--- src/logic/game_pkg.sv ---
package game_pkg;

    // level number with a valid range of 1 to 5
    typedef logic [2:0] level_t;

    localparam level_t LEVEL_MIN = 3'd1;
    localparam level_t LEVEL_MAX = 3'd5;

    // decoded key vector
    localparam int KEY_W = 10;

    // two keys each for next and previous
    localparam int KEY_NEXT_A = 0;
    localparam int KEY_NEXT_B = 4;
    localparam int KEY_PREV_A = 2;
    localparam int KEY_PREV_B = 6;
    localparam int KEY_ENTER  = 8;

    typedef enum logic [1:0] {
        TILE_FLOOR = 2'd0,
        TILE_WALL  = 2'd1,
        TILE_BLOCK = 2'd2,
        TILE_GOAL  = 2'd3
    } tile_t;

    // layout rule for every level checks border, goal and blocks in that order
    function automatic tile_t tile_of(level_t level, logic [3:0] row, logic [4:0] col);
        logic [8:0] mix;
        mix = row * col + level;
        if (row == 4'd0 || row == 4'd14 || col == 5'd0 || col == 5'd19) begin
            return TILE_WALL;
        end
        if (row == 4'd13 && col == 5'd18) begin
            return TILE_GOAL;
        end
        // only the low two bits matter for modulo 4
        if (mix[1:0] == 2'b00) begin
            return TILE_BLOCK;
        end
        return TILE_FLOOR;
    endfunction

endpackage

--- src/logic/video_pkg.sv ---
package video_pkg;

    typedef logic [9:0]  coord_t;
    typedef logic [16:0] pix_addr_t;

    localparam int H_ACTIVE = 640;
    localparam int V_ACTIVE = 480;

    // images are stored at half resolution
    localparam int IMG_W = 320;

    localparam int MENU_BASE = 0;

    // cursor sprite sits right after the menu picture
    localparam int CURSOR_BASE = 76800;
    localparam int CURSOR_X0   = 96;
    localparam int CURSOR_Y0   = 40;
    localparam int CURSOR_STEP = 32;
    localparam int CURSOR_PX   = 16;

    // four tile kinds of 16 by 16 words each
    localparam int TILE_BASE  = 77056;
    localparam int TILE_PX    = 16;
    localparam int TILE_WORDS = TILE_PX * TILE_PX;
    localparam int TILE_COLS  = 20;
    localparam int TILE_ROWS  = 15;

    typedef logic [$clog2(TILE_ROWS)-1:0] tile_row_t;
    typedef logic [$clog2(TILE_COLS)-1:0] tile_col_t;
    typedef logic [$clog2(TILE_PX)-1:0]   tile_off_t;

endpackage

--- src/logic/level_select.sv ---
module level_select import game_pkg::*; (
    input  logic             clk,
    input  logic             rst,
    input  logic [KEY_W-1:0] key_down,
    output level_t           level,
    output logic             selected
);

    // set after each accepted move, cleared once all keys are up
    logic key_lock;
    logic any_key;
    logic next_press;
    logic prev_press;
    logic enter_press;
    logic can_act;

    assign any_key     = |key_down;
    assign next_press  = key_down[KEY_NEXT_A] | key_down[KEY_NEXT_B];
    assign prev_press  = key_down[KEY_PREV_A] | key_down[KEY_PREV_B];
    assign enter_press = key_down[KEY_ENTER];

    // menu only reacts before a level is confirmed
    assign can_act = !key_lock && !selected;

    always_ff @(posedge clk or posedge rst) begin
        if (rst) begin
            level    <= LEVEL_MIN;
            selected <= 1'b0;
            key_lock <= 1'b1;
        end else if (!any_key) begin
            key_lock <= 1'b0;
        end else if (can_act) begin
            if (next_press) begin
                // clamp at the last level
                if (level < LEVEL_MAX) begin
                    level <= level + 3'd1;
                end
                key_lock <= 1'b1;
            end else if (prev_press) begin
                if (level > LEVEL_MIN) begin
                    level <= level - 3'd1;
                end
                key_lock <= 1'b1;
            end else if (enter_press) begin
                // sticky until reset
                selected <= 1'b1;
            end
        end
    end

endmodule

--- src/logic/map_addr_gen.sv ---
module map_addr_gen import game_pkg::*, video_pkg::*; (
    input  logic      clk,
    input  logic      rst,
    input  coord_t    vga_h,
    input  coord_t    vga_v,
    input  level_t    level,
    output pix_addr_t map_addr,
    output logic      map_active
);

    logic [8:0] img_x;
    logic [8:0] img_y;
    tile_row_t  tile_row;
    tile_col_t  tile_col;
    tile_off_t  off_x;
    tile_off_t  off_y;
    tile_t      kind;
    logic       active_d;
    pix_addr_t  addr_d;

    assign img_x = vga_h[9:1];
    assign img_y = vga_v[9:1];

    // tile grid position
    assign tile_row = tile_row_t'(img_y / TILE_PX);
    assign tile_col = tile_col_t'(img_x / TILE_PX);

    // pixel inside the tile
    assign off_x = tile_off_t'(img_x % TILE_PX);
    assign off_y = tile_off_t'(img_y % TILE_PX);

    assign kind = tile_of(level, tile_row, tile_col);

    assign active_d = (vga_h < H_ACTIVE) && (vga_v < V_ACTIVE);

    // each tile kind owns one block of words in the frame memory
    assign addr_d = pix_addr_t'(TILE_BASE + int'(kind) * TILE_WORDS +
                                int'(off_y) * TILE_PX + int'(off_x));

    always_ff @(posedge clk or posedge rst) begin
        if (rst) begin
            map_active <= 1'b0;
        end else begin
            map_active <= active_d;
        end
    end

    always_ff @(posedge clk) begin
        map_addr <= addr_d;
    end

endmodule

--- src/logic/map_switch_top.sv ---
module map_switch_top import game_pkg::*, video_pkg::*; (
    input  logic             clk,
    input  logic             rst,
    input  logic [KEY_W-1:0] key_down,
    input  coord_t           vga_h,
    input  coord_t           vga_v,
    output pix_addr_t        pixel_addr,
    output logic             pixel_valid,
    output level_t           level,
    output logic             selected
);

    pix_addr_t menu_addr;
    pix_addr_t map_addr;
    logic      menu_active;

    level_select level_select_i (
        .clk      (clk),
        .rst      (rst),
        .key_down (key_down),
        .level    (level),
        .selected (selected)
    );

    menu_addr_gen menu_addr_gen_i (
        .clk         (clk),
        .rst         (rst),
        .vga_h       (vga_h),
        .vga_v       (vga_v),
        .level       (level),
        .menu_addr   (menu_addr),
        .menu_active (menu_active)
    );

    // the menu side computes the same active test and feeds the mux
    map_addr_gen map_addr_gen_i (
        .clk        (clk),
        .rst        (rst),
        .vga_h      (vga_h),
        .vga_v      (vga_v),
        .level      (level),
        .map_addr   (map_addr),
        .map_active ()
    );

    pixel_addr_mux pixel_addr_mux_i (
        .clk         (clk),
        .rst         (rst),
        .selected    (selected),
        .menu_addr   (menu_addr),
        .map_addr    (map_addr),
        .active      (menu_active),
        .pixel_addr  (pixel_addr),
        .pixel_valid (pixel_valid)
    );

endmodule

--- src/logic/menu_addr_gen.sv ---
module menu_addr_gen import game_pkg::*, video_pkg::*; (
    input  logic      clk,
    input  logic      rst,
    input  coord_t    vga_h,
    input  coord_t    vga_v,
    input  level_t    level,
    output pix_addr_t menu_addr,
    output logic      menu_active
);

    logic [8:0] img_x;
    logic [8:0] img_y;
    logic [8:0] box_y0;
    logic       in_box;
    logic       active_d;
    pix_addr_t  addr_d;

    // half resolution image position
    assign img_x = vga_h[9:1];
    assign img_y = vga_v[9:1];

    // cursor moves down one step per level
    assign box_y0 = 9'(CURSOR_Y0 + (int'(level) - 1) * CURSOR_STEP);

    assign in_box = (img_x >= CURSOR_X0) && (img_x < CURSOR_X0 + CURSOR_PX) &&
                    (img_y >= box_y0) && (img_y < box_y0 + CURSOR_PX);

    assign active_d = (vga_h < H_ACTIVE) && (vga_v < V_ACTIVE);

    always_comb begin
        if (in_box) begin
            addr_d = pix_addr_t'(CURSOR_BASE + (img_y - box_y0) * CURSOR_PX +
                                 (img_x - CURSOR_X0));
        end else begin
            // off-screen rows may wrap and are blanked downstream
            addr_d = pix_addr_t'(MENU_BASE + img_y * IMG_W + img_x);
        end
    end

    always_ff @(posedge clk or posedge rst) begin
        if (rst) begin
            menu_active <= 1'b0;
        end else begin
            menu_active <= active_d;
        end
    end

    always_ff @(posedge clk) begin
        menu_addr <= addr_d;
    end

endmodule

--- src/logic/pixel_addr_mux.sv ---
module pixel_addr_mux import video_pkg::*; (
    input  logic      clk,
    input  logic      rst,
    input  logic      selected,
    input  pix_addr_t menu_addr,
    input  pix_addr_t map_addr,
    input  logic      active,
    output pix_addr_t pixel_addr,
    output logic      pixel_valid
);

    pix_addr_t src_addr;

    // map once a level is confirmed, menu before that
    assign src_addr = selected ? map_addr : menu_addr;

    always_ff @(posedge clk or posedge rst) begin
        if (rst) begin
            pixel_addr  <= '0;
            pixel_valid <= 1'b0;
        end else if (!active) begin
            // outside the visible area
            pixel_addr  <= '0;
            pixel_valid <= 1'b0;
        end else begin
            pixel_addr  <= src_addr;
            pixel_valid <= 1'b1;
        end
    end

endmodule

--- config.mk ---
export PLATFORM = sky130hd
export DESIGN_NAME = map_switch_top
export DESIGN_NICKNAME = d
export VERILOG_FILES = /design/src/logic/game_pkg.sv /design/src/logic/video_pkg.sv /design/src/logic/level_select.sv /design/src/logic/map_addr_gen.sv /design/src/logic/map_switch_top.sv /design/src/logic/menu_addr_gen.sv /design/src/logic/pixel_addr_mux.sv
export SDC_FILE = /design/constraint.sdc
export NUM_CORES = 1
export LEC_CHECK = 0
export ABC_AREA = 1
export BUFFER_PORTS_ARGS = -buffer_cell sky130_fd_sc_hd__buf_2
export CAP_MARGIN = 10
export CELL_PAD_IN_SITES_DETAIL_PLACEMENT = 1
export CELL_PAD_IN_SITES_GLOBAL_PLACEMENT = 1
export CORE_MARGIN = 2
export CORE_UTILIZATION = 43
export CTS_BUF_LIST = sky130_fd_sc_hd__clkbuf_2
export DETAILED_ROUTE_END_ITERATION = 7
export GPL_ROUTABILITY_DRIVEN = 0
export GPL_TIMING_DRIVEN = 0
export PLACE_DENSITY_LB_ADDON = 0.2
export SETUP_SLACK_MARGIN = 0.2
export SLEW_MARGIN = 20
export SYNTH_ARGS = -nofsm -noshare
export SYNTH_HDL_FRONTEND = slang
export SYNTH_SLANG_ARGS = --single-unit
--- constraint.sdc ---
create_clock -name clk -period 4.4 [get_ports clk]
set_input_delay 0.66 -clock clk [delete_from_list [all_inputs] [get_ports clk]]
set_output_delay 0.66 -clock clk [all_outputs]
set_load 0.005 [all_outputs]
==> results.md, run 1 <==
- # IOs: 54
- Final Slew Violations: 0
- Critical path launch point type: flop
- Min Tclk post-route: 4.02 ns
- GRT overflow: 0
- Number of global-route vias before repair: 3,270
- Critical path start-end classification: flop to flop
- Least-Margin Pin Slew: 0.852 ns
- Wirelength per Cell: 15.0 um
- Detailed placer's ending HPWL: 7980 um
- Num CTS Buffers: 5
- # rows: 33
- GRT Util Overall: 22.2%
- Fmax achieved: 248 MHz
- Commonest non-fill, non-tap cell in the layout: nand2_1
- Starting Density: 43.5%
- Hold buffer count at cts: 0
- Layout cells sized above 1: 16.3%
- Crit path required time: 4.74 ns
- Most frequent CP cell: ha_1
- Register area share after synthesis: 31.3%
- Total Power: 1.07 mW
- Initial antenna violation count: 0
- Detailed Route WL: 9510 um
- Worst Clk Skew: 0.0327 ns
- Final core area utilization: 49.6%
- Yosys Warn Count: 0
- Core box area: 0.00809 mm^2
- Total negative slack: 0 ns
- Clock latency on the worst-skew pair: 0.42 ns
- CP max-delay cell: dfstp_2
- Full die area: 0.00893 mm^2
- Area growth, synth to finish: 13.9%
- RSZ-0062 raised after global routing: true
- Largest net degree at the start of global routing: 25
- Clk slew on worst S/H paths: 0.25 ns
- Setup Viol. Count Final: 0
- Status: finished clean
- Die Height: 94.5 um
- Worst hold slack: 0.330 ns
- Clk sink count: 49
- Hold Vio Cnt, Final: 0
- Htree depth: 2
- 1st-iter DRT viols: 108
- CTS tree: done
- Routed vias/inst: 5.07
- Post-Syn Area per Cell: 7.56 um^2
- Most frequent cells in the layout: nand2_1, inv_1, buf_2, ha_1, nor2_1
- Synth Register Bits: 49
- CP Capture Type: flop
- CP Cell Sequence: clkinvlp_4, ha_1, ha_1, xor2_1, ha_1, nand2_2, o21ai_4, xor2_2, inv_1, ha_1, ha_2, nand2_1, nor2_1, a211oi_2, nand3_1, nand2_1, nand3_1, o21ai_1
- I/O Buffers: 51
- Min-Delay Path Class: input port to flop
- PwrDens: 267 mW/mm^2
- Final #Nets: 613
- Clock root buffer: clkbuf_2
- Setup WS post-layout: 0.375 ns
- Max_slew headroom: 43.1%
- Post-Syn Area: 0.00352 mm^2
- Maximum VDD drop: 126 uV
- TritonRoute pass-1 iters: 4
- Synth cell types: 40
- Syn nets: 552
- # DRC: 0
- CTS Buffer Depth: 2
- Ant. Diodes: 0
- Die Wd: 94.5 um
- Crit share post-route: 91.5%
- Crit path DAT: 4.36 ns
- FILL cells: 1,084
- DR vias: 3,208
- Pleak: 2.16 nW
- First-pass GRT wire length: 15,500 um
- Cell count after synthesis: 466
- Pre-CTS worst setup slack: 0.143 ns
- Antenna Nets Post-Route: 0
- Max FO, Critical Path: 6
- Max-cap violation count: 0
- Setup slack, reg-to-reg: 0.38 ns
- Max incr delay on CP: 0.68 ns
[cell usage after synthesis, drive strengths merged]
cell	instances	area [um^2]
or2	3	18.8
nor4	2	12.5
dfxtp	25	500
a21oi	24	120
nand3	33	170
xor2	12	120
a211oi	1	7.51
a31oi	2	12.5
nand2	116	438
o22ai	2	12.5
mux2i	1	10.0
clkbuf	3	11.3
nor2	42	170
o21bai	1	7.51
nand3b	1	7.51
buf	3	23.8
dfstp	2	52.6
ha	50	626
nand4	13	81.3
xnor2	10	87.6
fa	4	80.1
nor3	4	20.0
dfrtp	22	551
inv	64	240
clkinv	1	3.75
o21a	1	7.51
a21o	2	15.0
o21ai	21	109
o31ai	1	7.51
[cell type report]
class | instances | area [um^2] | area share [%]
well taps | 105 | 131 | 3.27
multi-input cells | 346 | 2170 | 54.1
plain buffers | 6 | 35.0 | 0.873
clock buffers | 5 | 25.0 | 0.623
repair buffers | 54 | 278 | 6.92
inverters | 65 | 248 | 6.17
flip-flops and latches | 49 | 1100 | 27.5
clock inverters | 3 | 20.0 | 0.499
[sequential cells by signal, summed over array words and instances, names as in the netlist]
register,cells
level_select_i.level,3
level_select_i.key_lock,1
menu_addr_gen_i.menu_addr,13
pixel_addr_mux_i.pixel_valid,1
level_select_i.selected,1
pixel_addr_mux_i.pixel_addr,17
menu_addr_gen_i.menu_active,1
map_addr_gen_i.map_addr,12
[critical path, delay by kind of cell, from the launching register on]
kind	cells	cell delay, ns
fa+ha+maj	5	1.52
flops	1	0.68
simple gates	6	0.61
compound gates	3	0.58
xor+xnor	2	0.36
buf+inv	2	0.22
[power breakdown]
group / internal (mW) / leakage (nW) / total [mW] / switching (mW)
Clock: 0.0393 / 0.0270 / 0.179 / 0.140
Combinational: 0.146 / 1.61 / 0.391 / 0.245
Sequential: 0.489 / 0.519 / 0.500 / 0.0116
Total: 0.674 / 2.16 / 1.07 / 0.397
[per-stage QoR]
step | cells | instance area [um^2]
floorplan | 466 | 3520
global placement | 622 | 3910
detailed placement | 622 | 3910
CTS | 630 | 3960
global route | 633 | 4010
finish | 633 | 4010
[final timing paths]
check,start,endpoint,cells after the start
max,level_select_i.level[0],menu_addr_gen_i.menu_addr[14],18
min,vga_h[2],map_addr_gen_i.map_addr[1],1
max reg2reg,level_select_i.level[0],menu_addr_gen_i.menu_addr[14],18
min reg2reg,menu_addr_gen_i.menu_active,pixel_addr_mux_i.pixel_valid,0
max in group asynchronous,rst,menu_addr_gen_i.menu_active,2
min in group asynchronous,rst,pixel_addr_mux_i.pixel_valid,2
[logic make-up after synthesis]
family / synth area share, %
buf+inv: 7.92
fa+ha+maj: 20.0
mux: 0.284
xor+xnor: 5.89
flops: 31.3
compound gates: 8.49
simple gates: 26.1
[metal layers]
layer | track usage [%] | share of wire, % | vias up
met1 | 28.4 | 45 | 1516
met4 | 7.37 | 1.5 | 0
li1 | - | - | 1635
met5 | 0 | 0 | -
met3 | 1.92 | 1.6 | 11
met2 | 39.4 | 52 | 46
[what timing repair did]
item | 4_1_cts | 5_1_grt
resized for setup | 2 | 9
endpoints found under the hold margin | 0 | 0
setup buffers | 0 | 3
endpoints found under the setup margin | 1 | 4
No activity file was read; power rests on OpenSTA's default activity.
==> run 2: changes to the inputs <==
Settings changed: CAP_MARGIN 10 to 25.
Clock period 4.4 ns to 4.6 ns, I/O delays scaled along.
==> results.md, run 2 (synthesis gave the netlist of run 1 again) <==
- Net Sw Frac: 37.1% (about the same)
- Critical path launch point type: flop
- Routed vias/inst: 5.06 (-0.21%)
- Clock root buffer: clkbuf_2
- FILL cells: 1,089 (+0.46%)
- Max_slew headroom: 43.0% (-0.10 points)
- # rows: 33 (unchanged)
- Setup slack, reg-to-reg: 0.51 ns (+0.14 ns)
- Finished Cell Area: 0.00398 mm^2 (-0.81%)
- Min Tclk post-route: 4.09 ns (+0.0615 ns)
- Commonest non-fill, non-tap cell in the layout: nand2_1
- Hold Vio Cnt, Final: 0 (unchanged)
- GRT overflow: 0 (unchanged)
- Clk slew on worst S/H paths: 0.25 ns (about the same)
- Number of global-route vias before repair: 3,274 (+0.12%)
- Status: finished clean
- CTS tree: done
- Final Slew Violations: 0 (unchanged)
- Min-Delay Path Class: input port to flop
- Final core area utilization: 49.2% (-0.40 points)
- Htree depth: 2 (unchanged)
- Largest register FFs: 17 (unchanged)
- 1st-iter DRT viols: 101 (-6.5%)
- TritonRoute pass-1 iters: 4 (unchanged)
- Clk sink count: 49 (unchanged)
- Detailed Route WL: 9460 um (-0.53%)
- PwrDens: 257 mW/mm^2 (-3.8%)
- Most frequent cells in the layout: nand2_1, inv_1, buf_2, ha_1, nor2_1
- Largest net degree at the start of global routing: 25 (unchanged)
- Most frequent CP cell: ha_1
- WHS Path Cells: 1 (unchanged)
- Clock latency on the worst-skew pair: 0.42 ns (about the same)
- CTS Buffer Depth: 2 (unchanged)
- Antenna Nets Post-Route: 0 (unchanged)
- Met3 Use GR: 1.92% (unchanged)
- Worst hold slack: 0.357 ns (+0.0278 ns)
- Int Power: 0.643 mW (-4.6%)
- Least-Margin Pin Slew: 0.854 ns (+0.00155 ns)
- Setup Viol. Count Final: 0 (unchanged)
- Fmax achieved: 245 MHz (-1.5%)
- Family with the most delay on the worst path: adder cells
- Wirelength per Cell: 15.0 um (-0.21%)
- Max incr delay on CP: 0.65 ns (-0.03 ns)
- First-pass GRT wire length: 15,500 um (unchanged)
- Total negative slack: 0 ns (unchanged)
- GRT Util Overall: 22.2% (about the same)
- Die Wd: 94.5 um (unchanged)
- CP max-delay cell: dfstp_2
- GR Util met2: 39.4% (unchanged)
- Worst Clk Skew: 0.0347 ns (+0.00200 ns)
- Top flop regs: pixel_addr_mux_i.pixel_addr x17, menu_addr_gen_i.menu_addr x13, map_addr_gen_i.map_addr x12
- DR vias: 3,191 (-0.53%)
- Crit path DAT: 4.42 ns (+0.06 ns)
- I/O Buffers: 51 (unchanged)
- # DRC: 0 (unchanged)
- Max-cap violation count: 0 (unchanged)
- Pleak: 2.16 nW (about the same)
- Ant. Diodes: 0 (unchanged)
- Layout cells sized above 1: 15.4% (-0.89 points)
- Instance count on the critical path: 18 (unchanged)
- Max FO, Critical Path: 6 (unchanged)
- Core box area: 0.00809 mm^2 (unchanged)
- Total Power: 1.02 mW (-4.6%)
- Maximum VDD drop: 121 uV (-3.9%)
- Combinational share of power: 36.3% (-0.2 points)
- Initial antenna violation count: 0 (unchanged)
- Hold buffer count at cts: 0 (unchanged)
- Crit path required time: 4.94 ns (+0.20 ns)
- Sw Pwr: 0.379 mW (-4.6%)
- CP Capture Type: flop
- Worst r2r path cells: 18 (unchanged)
- Starting Density: 43.5% (unchanged)
- Largest Register: pixel_addr_mux_i.pixel_addr
- Num CTS Buffers: 5 (unchanged)
- Die Height: 94.5 um (unchanged)
- Detailed placer's ending HPWL: 7980 um (unchanged)
- Most used routing layer: met2
- Full die area: 0.00893 mm^2 (unchanged)
- Sequential share of power: 46.8% (about the same)
- GR Util met1: 28.3% (-0.049 points)
- # IOs: 54 (unchanged)
- Power share of the clock group: 16.8% (about the same)
- CP Cell Sequence: inv_1, ha_1, ha_1, xor2_1, ha_1, nand2_2, o21ai_2, xor2_2, inv_1, ha_1, ha_1, nand2_1, nor2_1, a211oi_2, nand3_1, nand2_1, nand3_1, o21ai_1
- Final #Nets: 611 (-0.33%)
- RSZ-0062 raised after global routing: false
- Crit share post-route: 88.8% (-2.6 points)
- Critical path start-end classification: flop to flop
- WP buf/inv: 2 (unchanged)
- Area growth, synth to finish: 13.0%
- Placed cell area: 0.00391 mm^2 (unchanged)
run 2: changes by cell type in the layout (fill, tap and decap cells not counted), sizes merged:
cell / change
inv: +1
clkinvlp: -1
buf: -2
run 2: per-stage QoR:
step | cells | setup slack [ns]
after floorplan | 466 | 0.999
after global routing | 631 | 0.234
after CTS | 630 | 0.319
after global placement | 622 | 0.418
final | 631 | 0.514
after detailed placement | 622 | 0.343
run 2: area by class of cell:
type / instances / area, um^2 / share of cell area [%]
multi-input combinational: 346 / 2160 / 54.2
sequential: 49 / 1100 / 27.7
timing repair buffer: 52 / 263 / 6.60
inverter: 65 / 244 / 6.13
tap: 105 / 131 / 3.30
buffer: 6 / 35.0 / 0.880
clock buffer: 5 / 25.0 / 0.629
clock inverter: 3 / 20.0 / 0.503
run 2: timing repair:
action | 4_1_cts | 5_1_grt
endpoints found under the setup margin | 0 | 2
buffers inserted | 0 | 1
gates resized for setup | 0 | 5
run 2: worst reg2reg max path: stages, from the launching register on:
cell and delay [ns]:
dfstp_2 0.65, inv_1 0.15, ha_1 0.26, ha_1 0.31, xor2_1 0.18, ha_1 0.36, nand2_2 0.12, o21ai_2 0.21
xor2_2 0.19, inv_1 0.07, ha_1 0.28, ha_1 0.37, nand2_1 0.14, nor2_1 0.07, a211oi_2 0.21, nand3_1 0.11
nand2_1 0.09, nand3_1 0.10, o21ai_1 0.17
run 2: metal layers:
layer | share of wire [%] | vias up
met5 | 0 | -
met4 | 2.4 | 0
met3 | 2.0 | 19
met2 | 51 | 56
met1 | 45 | 1486
li1 | - | 1630
run 2: worst paths after layout:
kind | startpoint | endpoint
max | level_select_i.level[0] | menu_addr_gen_i.menu_addr[14]
min | vga_h[2] | map_addr_gen_i.map_addr[1]
max reg2reg | level_select_i.level[0] | menu_addr_gen_i.menu_addr[14]
min reg2reg | menu_addr_gen_i.menu_active | pixel_addr_mux_i.pixel_valid
max in group asynchronous | rst | menu_addr_gen_i.menu_active
min in group asynchronous | rst | pixel_addr_mux_i.pixel_addr[8]
run 2: power by group through the flow:
stage                     clock [mW]  combinational, mW  sequential [mW]
after floorplan                    0              0.255            0.485
after global placement             0              0.355            0.486
after detailed placement           0              0.366            0.487
after CTS                      0.179              0.369            0.479
after global routing           0.202              0.423            0.483
final                          0.172              0.371            0.479
==> run 3: changes to the inputs <==
Settings changed: SYNTH_HIERARCHICAL from default to 1.
==> results.md, run 3 <==
- Detailed placer's ending HPWL: 8660 um (+8.5%)
- Yosys Warn Count: 6 (+6)
- Full die area: 0.0101 mm^2 (+13%)
- CP Capture Type: flop
- Pleak: 2.57 nW (+19%)
- Setup Viol. Count Final: 0 (unchanged)
- PwrDens: 240 mW/mm^2 (-6.4%)
- Fmax achieved: 255 MHz (+4.3%)
- Max FO, Critical Path: 11 (+5)
- I/O Buffers: 51 (unchanged)
- Core box area: 0.00911 mm^2 (+13%)
- Critical path launch point type: flop
- Detailed Route WL: 10,200 um (+7.3%)
- Setup slack, reg-to-reg: 0.68 ns (+0.17 ns)
- Status: finished clean
- CP max-delay cell: dfstp_2
- Most frequent cells in the layout: nand2_1, inv_1, nor2_1, ha_1, buf_2
- Starting Density: 43.7% (+0.20 points)
- Post-CTS Setup Repair Bufs: 0 (unchanged)
- Clock root buffer: clkbuf_2
- Worst flop-to-flop path startpoint: level_select_i/level[0]
- First-pass GRT wire length: 17,000 um (+9.5%)
- Crit share post-route: 85.1% (-3.7 points)
- Final Slew Violations: 0 (unchanged)
- GRT Util Overall: 20.9% (-1.3 points)
- TritonRoute pass-1 iters: 4 (unchanged)
- Top flop regs: menu_addr_gen_i/menu_addr x17, pixel_addr_mux_i/pixel_addr x17, map_addr_gen_i/map_addr x12
- # DRC: 0 (unchanged)
- Final #Nets: 712 (+17%)
- Layout cells sized above 1: 14.2% (-1.2 points)
- Initial antenna violation count: 0 (unchanged)
- Num CTS Buffers: 5 (unchanged)
- Commonest non-fill, non-tap cell in the layout: nand2_1
- Post-Syn Area per Cell: 7.05 um^2 (-6.7%)
- FILL cells: 1,229 (+13%)
- Max-cap violation count: 0 (unchanged)
- Wirelength per Cell: 13.8 um (-8.1%)
- Largest net degree at the start of global routing: 19 (-24%)
- Family with the most delay on the worst path: adder cells
- Max_slew headroom: 55.6% (+13 points)
- Cell count after synthesis: 565 (+21%)
- GRT overflow: 0 (unchanged)
- Die Wd: 100 um (+6.1%)
- 1st-iter DRT viols: 113 (+12%)
- Clk slew on worst S/H paths: 0.23 ns (-0.02 ns)
- Min-Delay Path Class: input port to async pin
- Reg2reg end: menu_addr_gen_i/menu_addr[16]
- Area growth, synth to finish: 11.2%
- Critical path start-end classification: flop to flop
- Worst Clk Skew: 0.0284 ns (-0.00625 ns)
- CTS tree: done
- Worst r2r path cells: 18 (unchanged)
- Crit path required time: 4.91 ns (-0.03 ns)
- Setup WS post-layout: 0.684 ns (+0.170 ns)
- Htree depth: 2 (unchanged)
- RSZ-0062 raised after global routing: false
- Ant. Diodes: 0 (unchanged)
- Clock latency on the worst-skew pair: 0.42 ns (about the same)
- Crit path DAT: 4.23 ns (-0.19 ns)
- Hold Vio Cnt, Final: 0 (unchanged)
- Pre-CTS worst setup slack: 0.765 ns (+0.422 ns)
- Min Tclk post-route: 3.92 ns (-0.170 ns)
- # rows: 35 (+6.1%)
- Clk sink count: 53 (+8.2%)
- Worst hold slack: 0.0947 ns (-0.263 ns)
- CTS Buffer Depth: 2 (unchanged)
- CP Cell Sequence: inv_1, ha_1, nor2_1, o21ai_0, mux2_2, ha_1, inv_1, xor2_1, inv_1, ha_1, ha_1, nand2_1, nor2_1, nand2_1, o21ai_0, a21oi_1, o21ai_0, nand2_1
- Hold buffer count at cts: 0 (unchanged)
- Maximum VDD drop: 109 uV (-9.9%)
- Total negative slack: 0 ns (unchanged)
- Max incr delay on CP: 0.71 ns (+0.06 ns)
- DR vias: 3,634 (+14%)
- Die Height: 100 um (+6.1%)
- Number of global-route vias before repair: 3,732 (+14%)
- Post-cts repair resize count: 0 (unchanged)
- Most frequent CP cell: ha_1
- Antenna Nets Post-Route: 0 (unchanged)
- Least-Margin Pin Slew: 0.665 ns (-0.189 ns)
- WP buf/inv: 3 (+1)
- Post-Syn Area: 0.00398 mm^2 (+13%)
- Final core area utilization: 48.6% (-0.56 points)
- # IOs: 54 (unchanged)
- Routed vias/inst: 4.93 (-2.5%)
==> run 3: metrics by stage <==
stage | area, um^2 | power, mW | std cells
after global placement | 4390 | 0.878 | 729
after global routing | 4430 | 1.15 | 737
after detailed placement | 4390 | 0.896 | 729
final | 4430 | 1.06 | 737
after floorplan | 3990 | 0.781 | 567
after CTS | 4430 | 1.08 | 737
==> run 3: how the worst max path moves through the flow <==
stage	from	end	slack, ns	cells after the start
finish	level_select_i/level[0]	menu_addr_gen_i/menu_addr[16]	0.68	18
detailed placement	level_select_i/level[0]	menu_addr_gen_i/menu_addr[16]	0.77	18
global route	level_select_i/level[0]	menu_addr_gen_i/menu_addr[16]	0.33	19
CTS	level_select_i/level[0]	menu_addr_gen_i/menu_addr[16]	0.73	18
floorplan	level_select_i/level[0]	menu_addr_gen_i/menu_addr[16]	1.26	18
global placement	level_select_i/level[0]	menu_addr_gen_i/menu_addr[16]	0.91	18
==> run 3: area by class of cell <==
cell class	count	area (um^2)	area share, %
multi-input combinational	414	2350	53.0
tap	111	139	3.13
clock buffer	6	30.0	0.678
timing repair buffer	51	255	5.76
inverter	86	323	7.29
buffer	14	135	3.05
sequential	53	1180	26.7
clock inverter	2	15.0	0.339
==> run 3: worst reg2reg max path: stages, from the launching register on <==
cell	delay (ns)
dfstp_2	0.71
inv_1	0.10
ha_1	0.34
nor2_1	0.15
o21ai_0	0.08
mux2_2	0.27
ha_1	0.27
inv_1	0.11
xor2_1	0.24
inv_1	0.08
ha_1	0.28
ha_1	0.41
nand2_1	0.11
nor2_1	0.13
nand2_1	0.08
o21ai_0	0.22
a21oi_1	0.09
o21ai_0	0.08
nand2_1	0.09
==> run 3: power breakdown <==
group | switching [mW] | internal [mW]
registers | 0.0118 | 0.504
clock network | 0.138 | 0.0392
logic | 0.231 | 0.140
==> run 3: routing by layer <==
layer	track usage (%)	vias up	routed length [um]
li1	-	1882	-
met3	1.53	11	221
met2	38.0	52	5100
met5	0	-	0
met1	26.8	1689	4700
met4	4.85	0	140
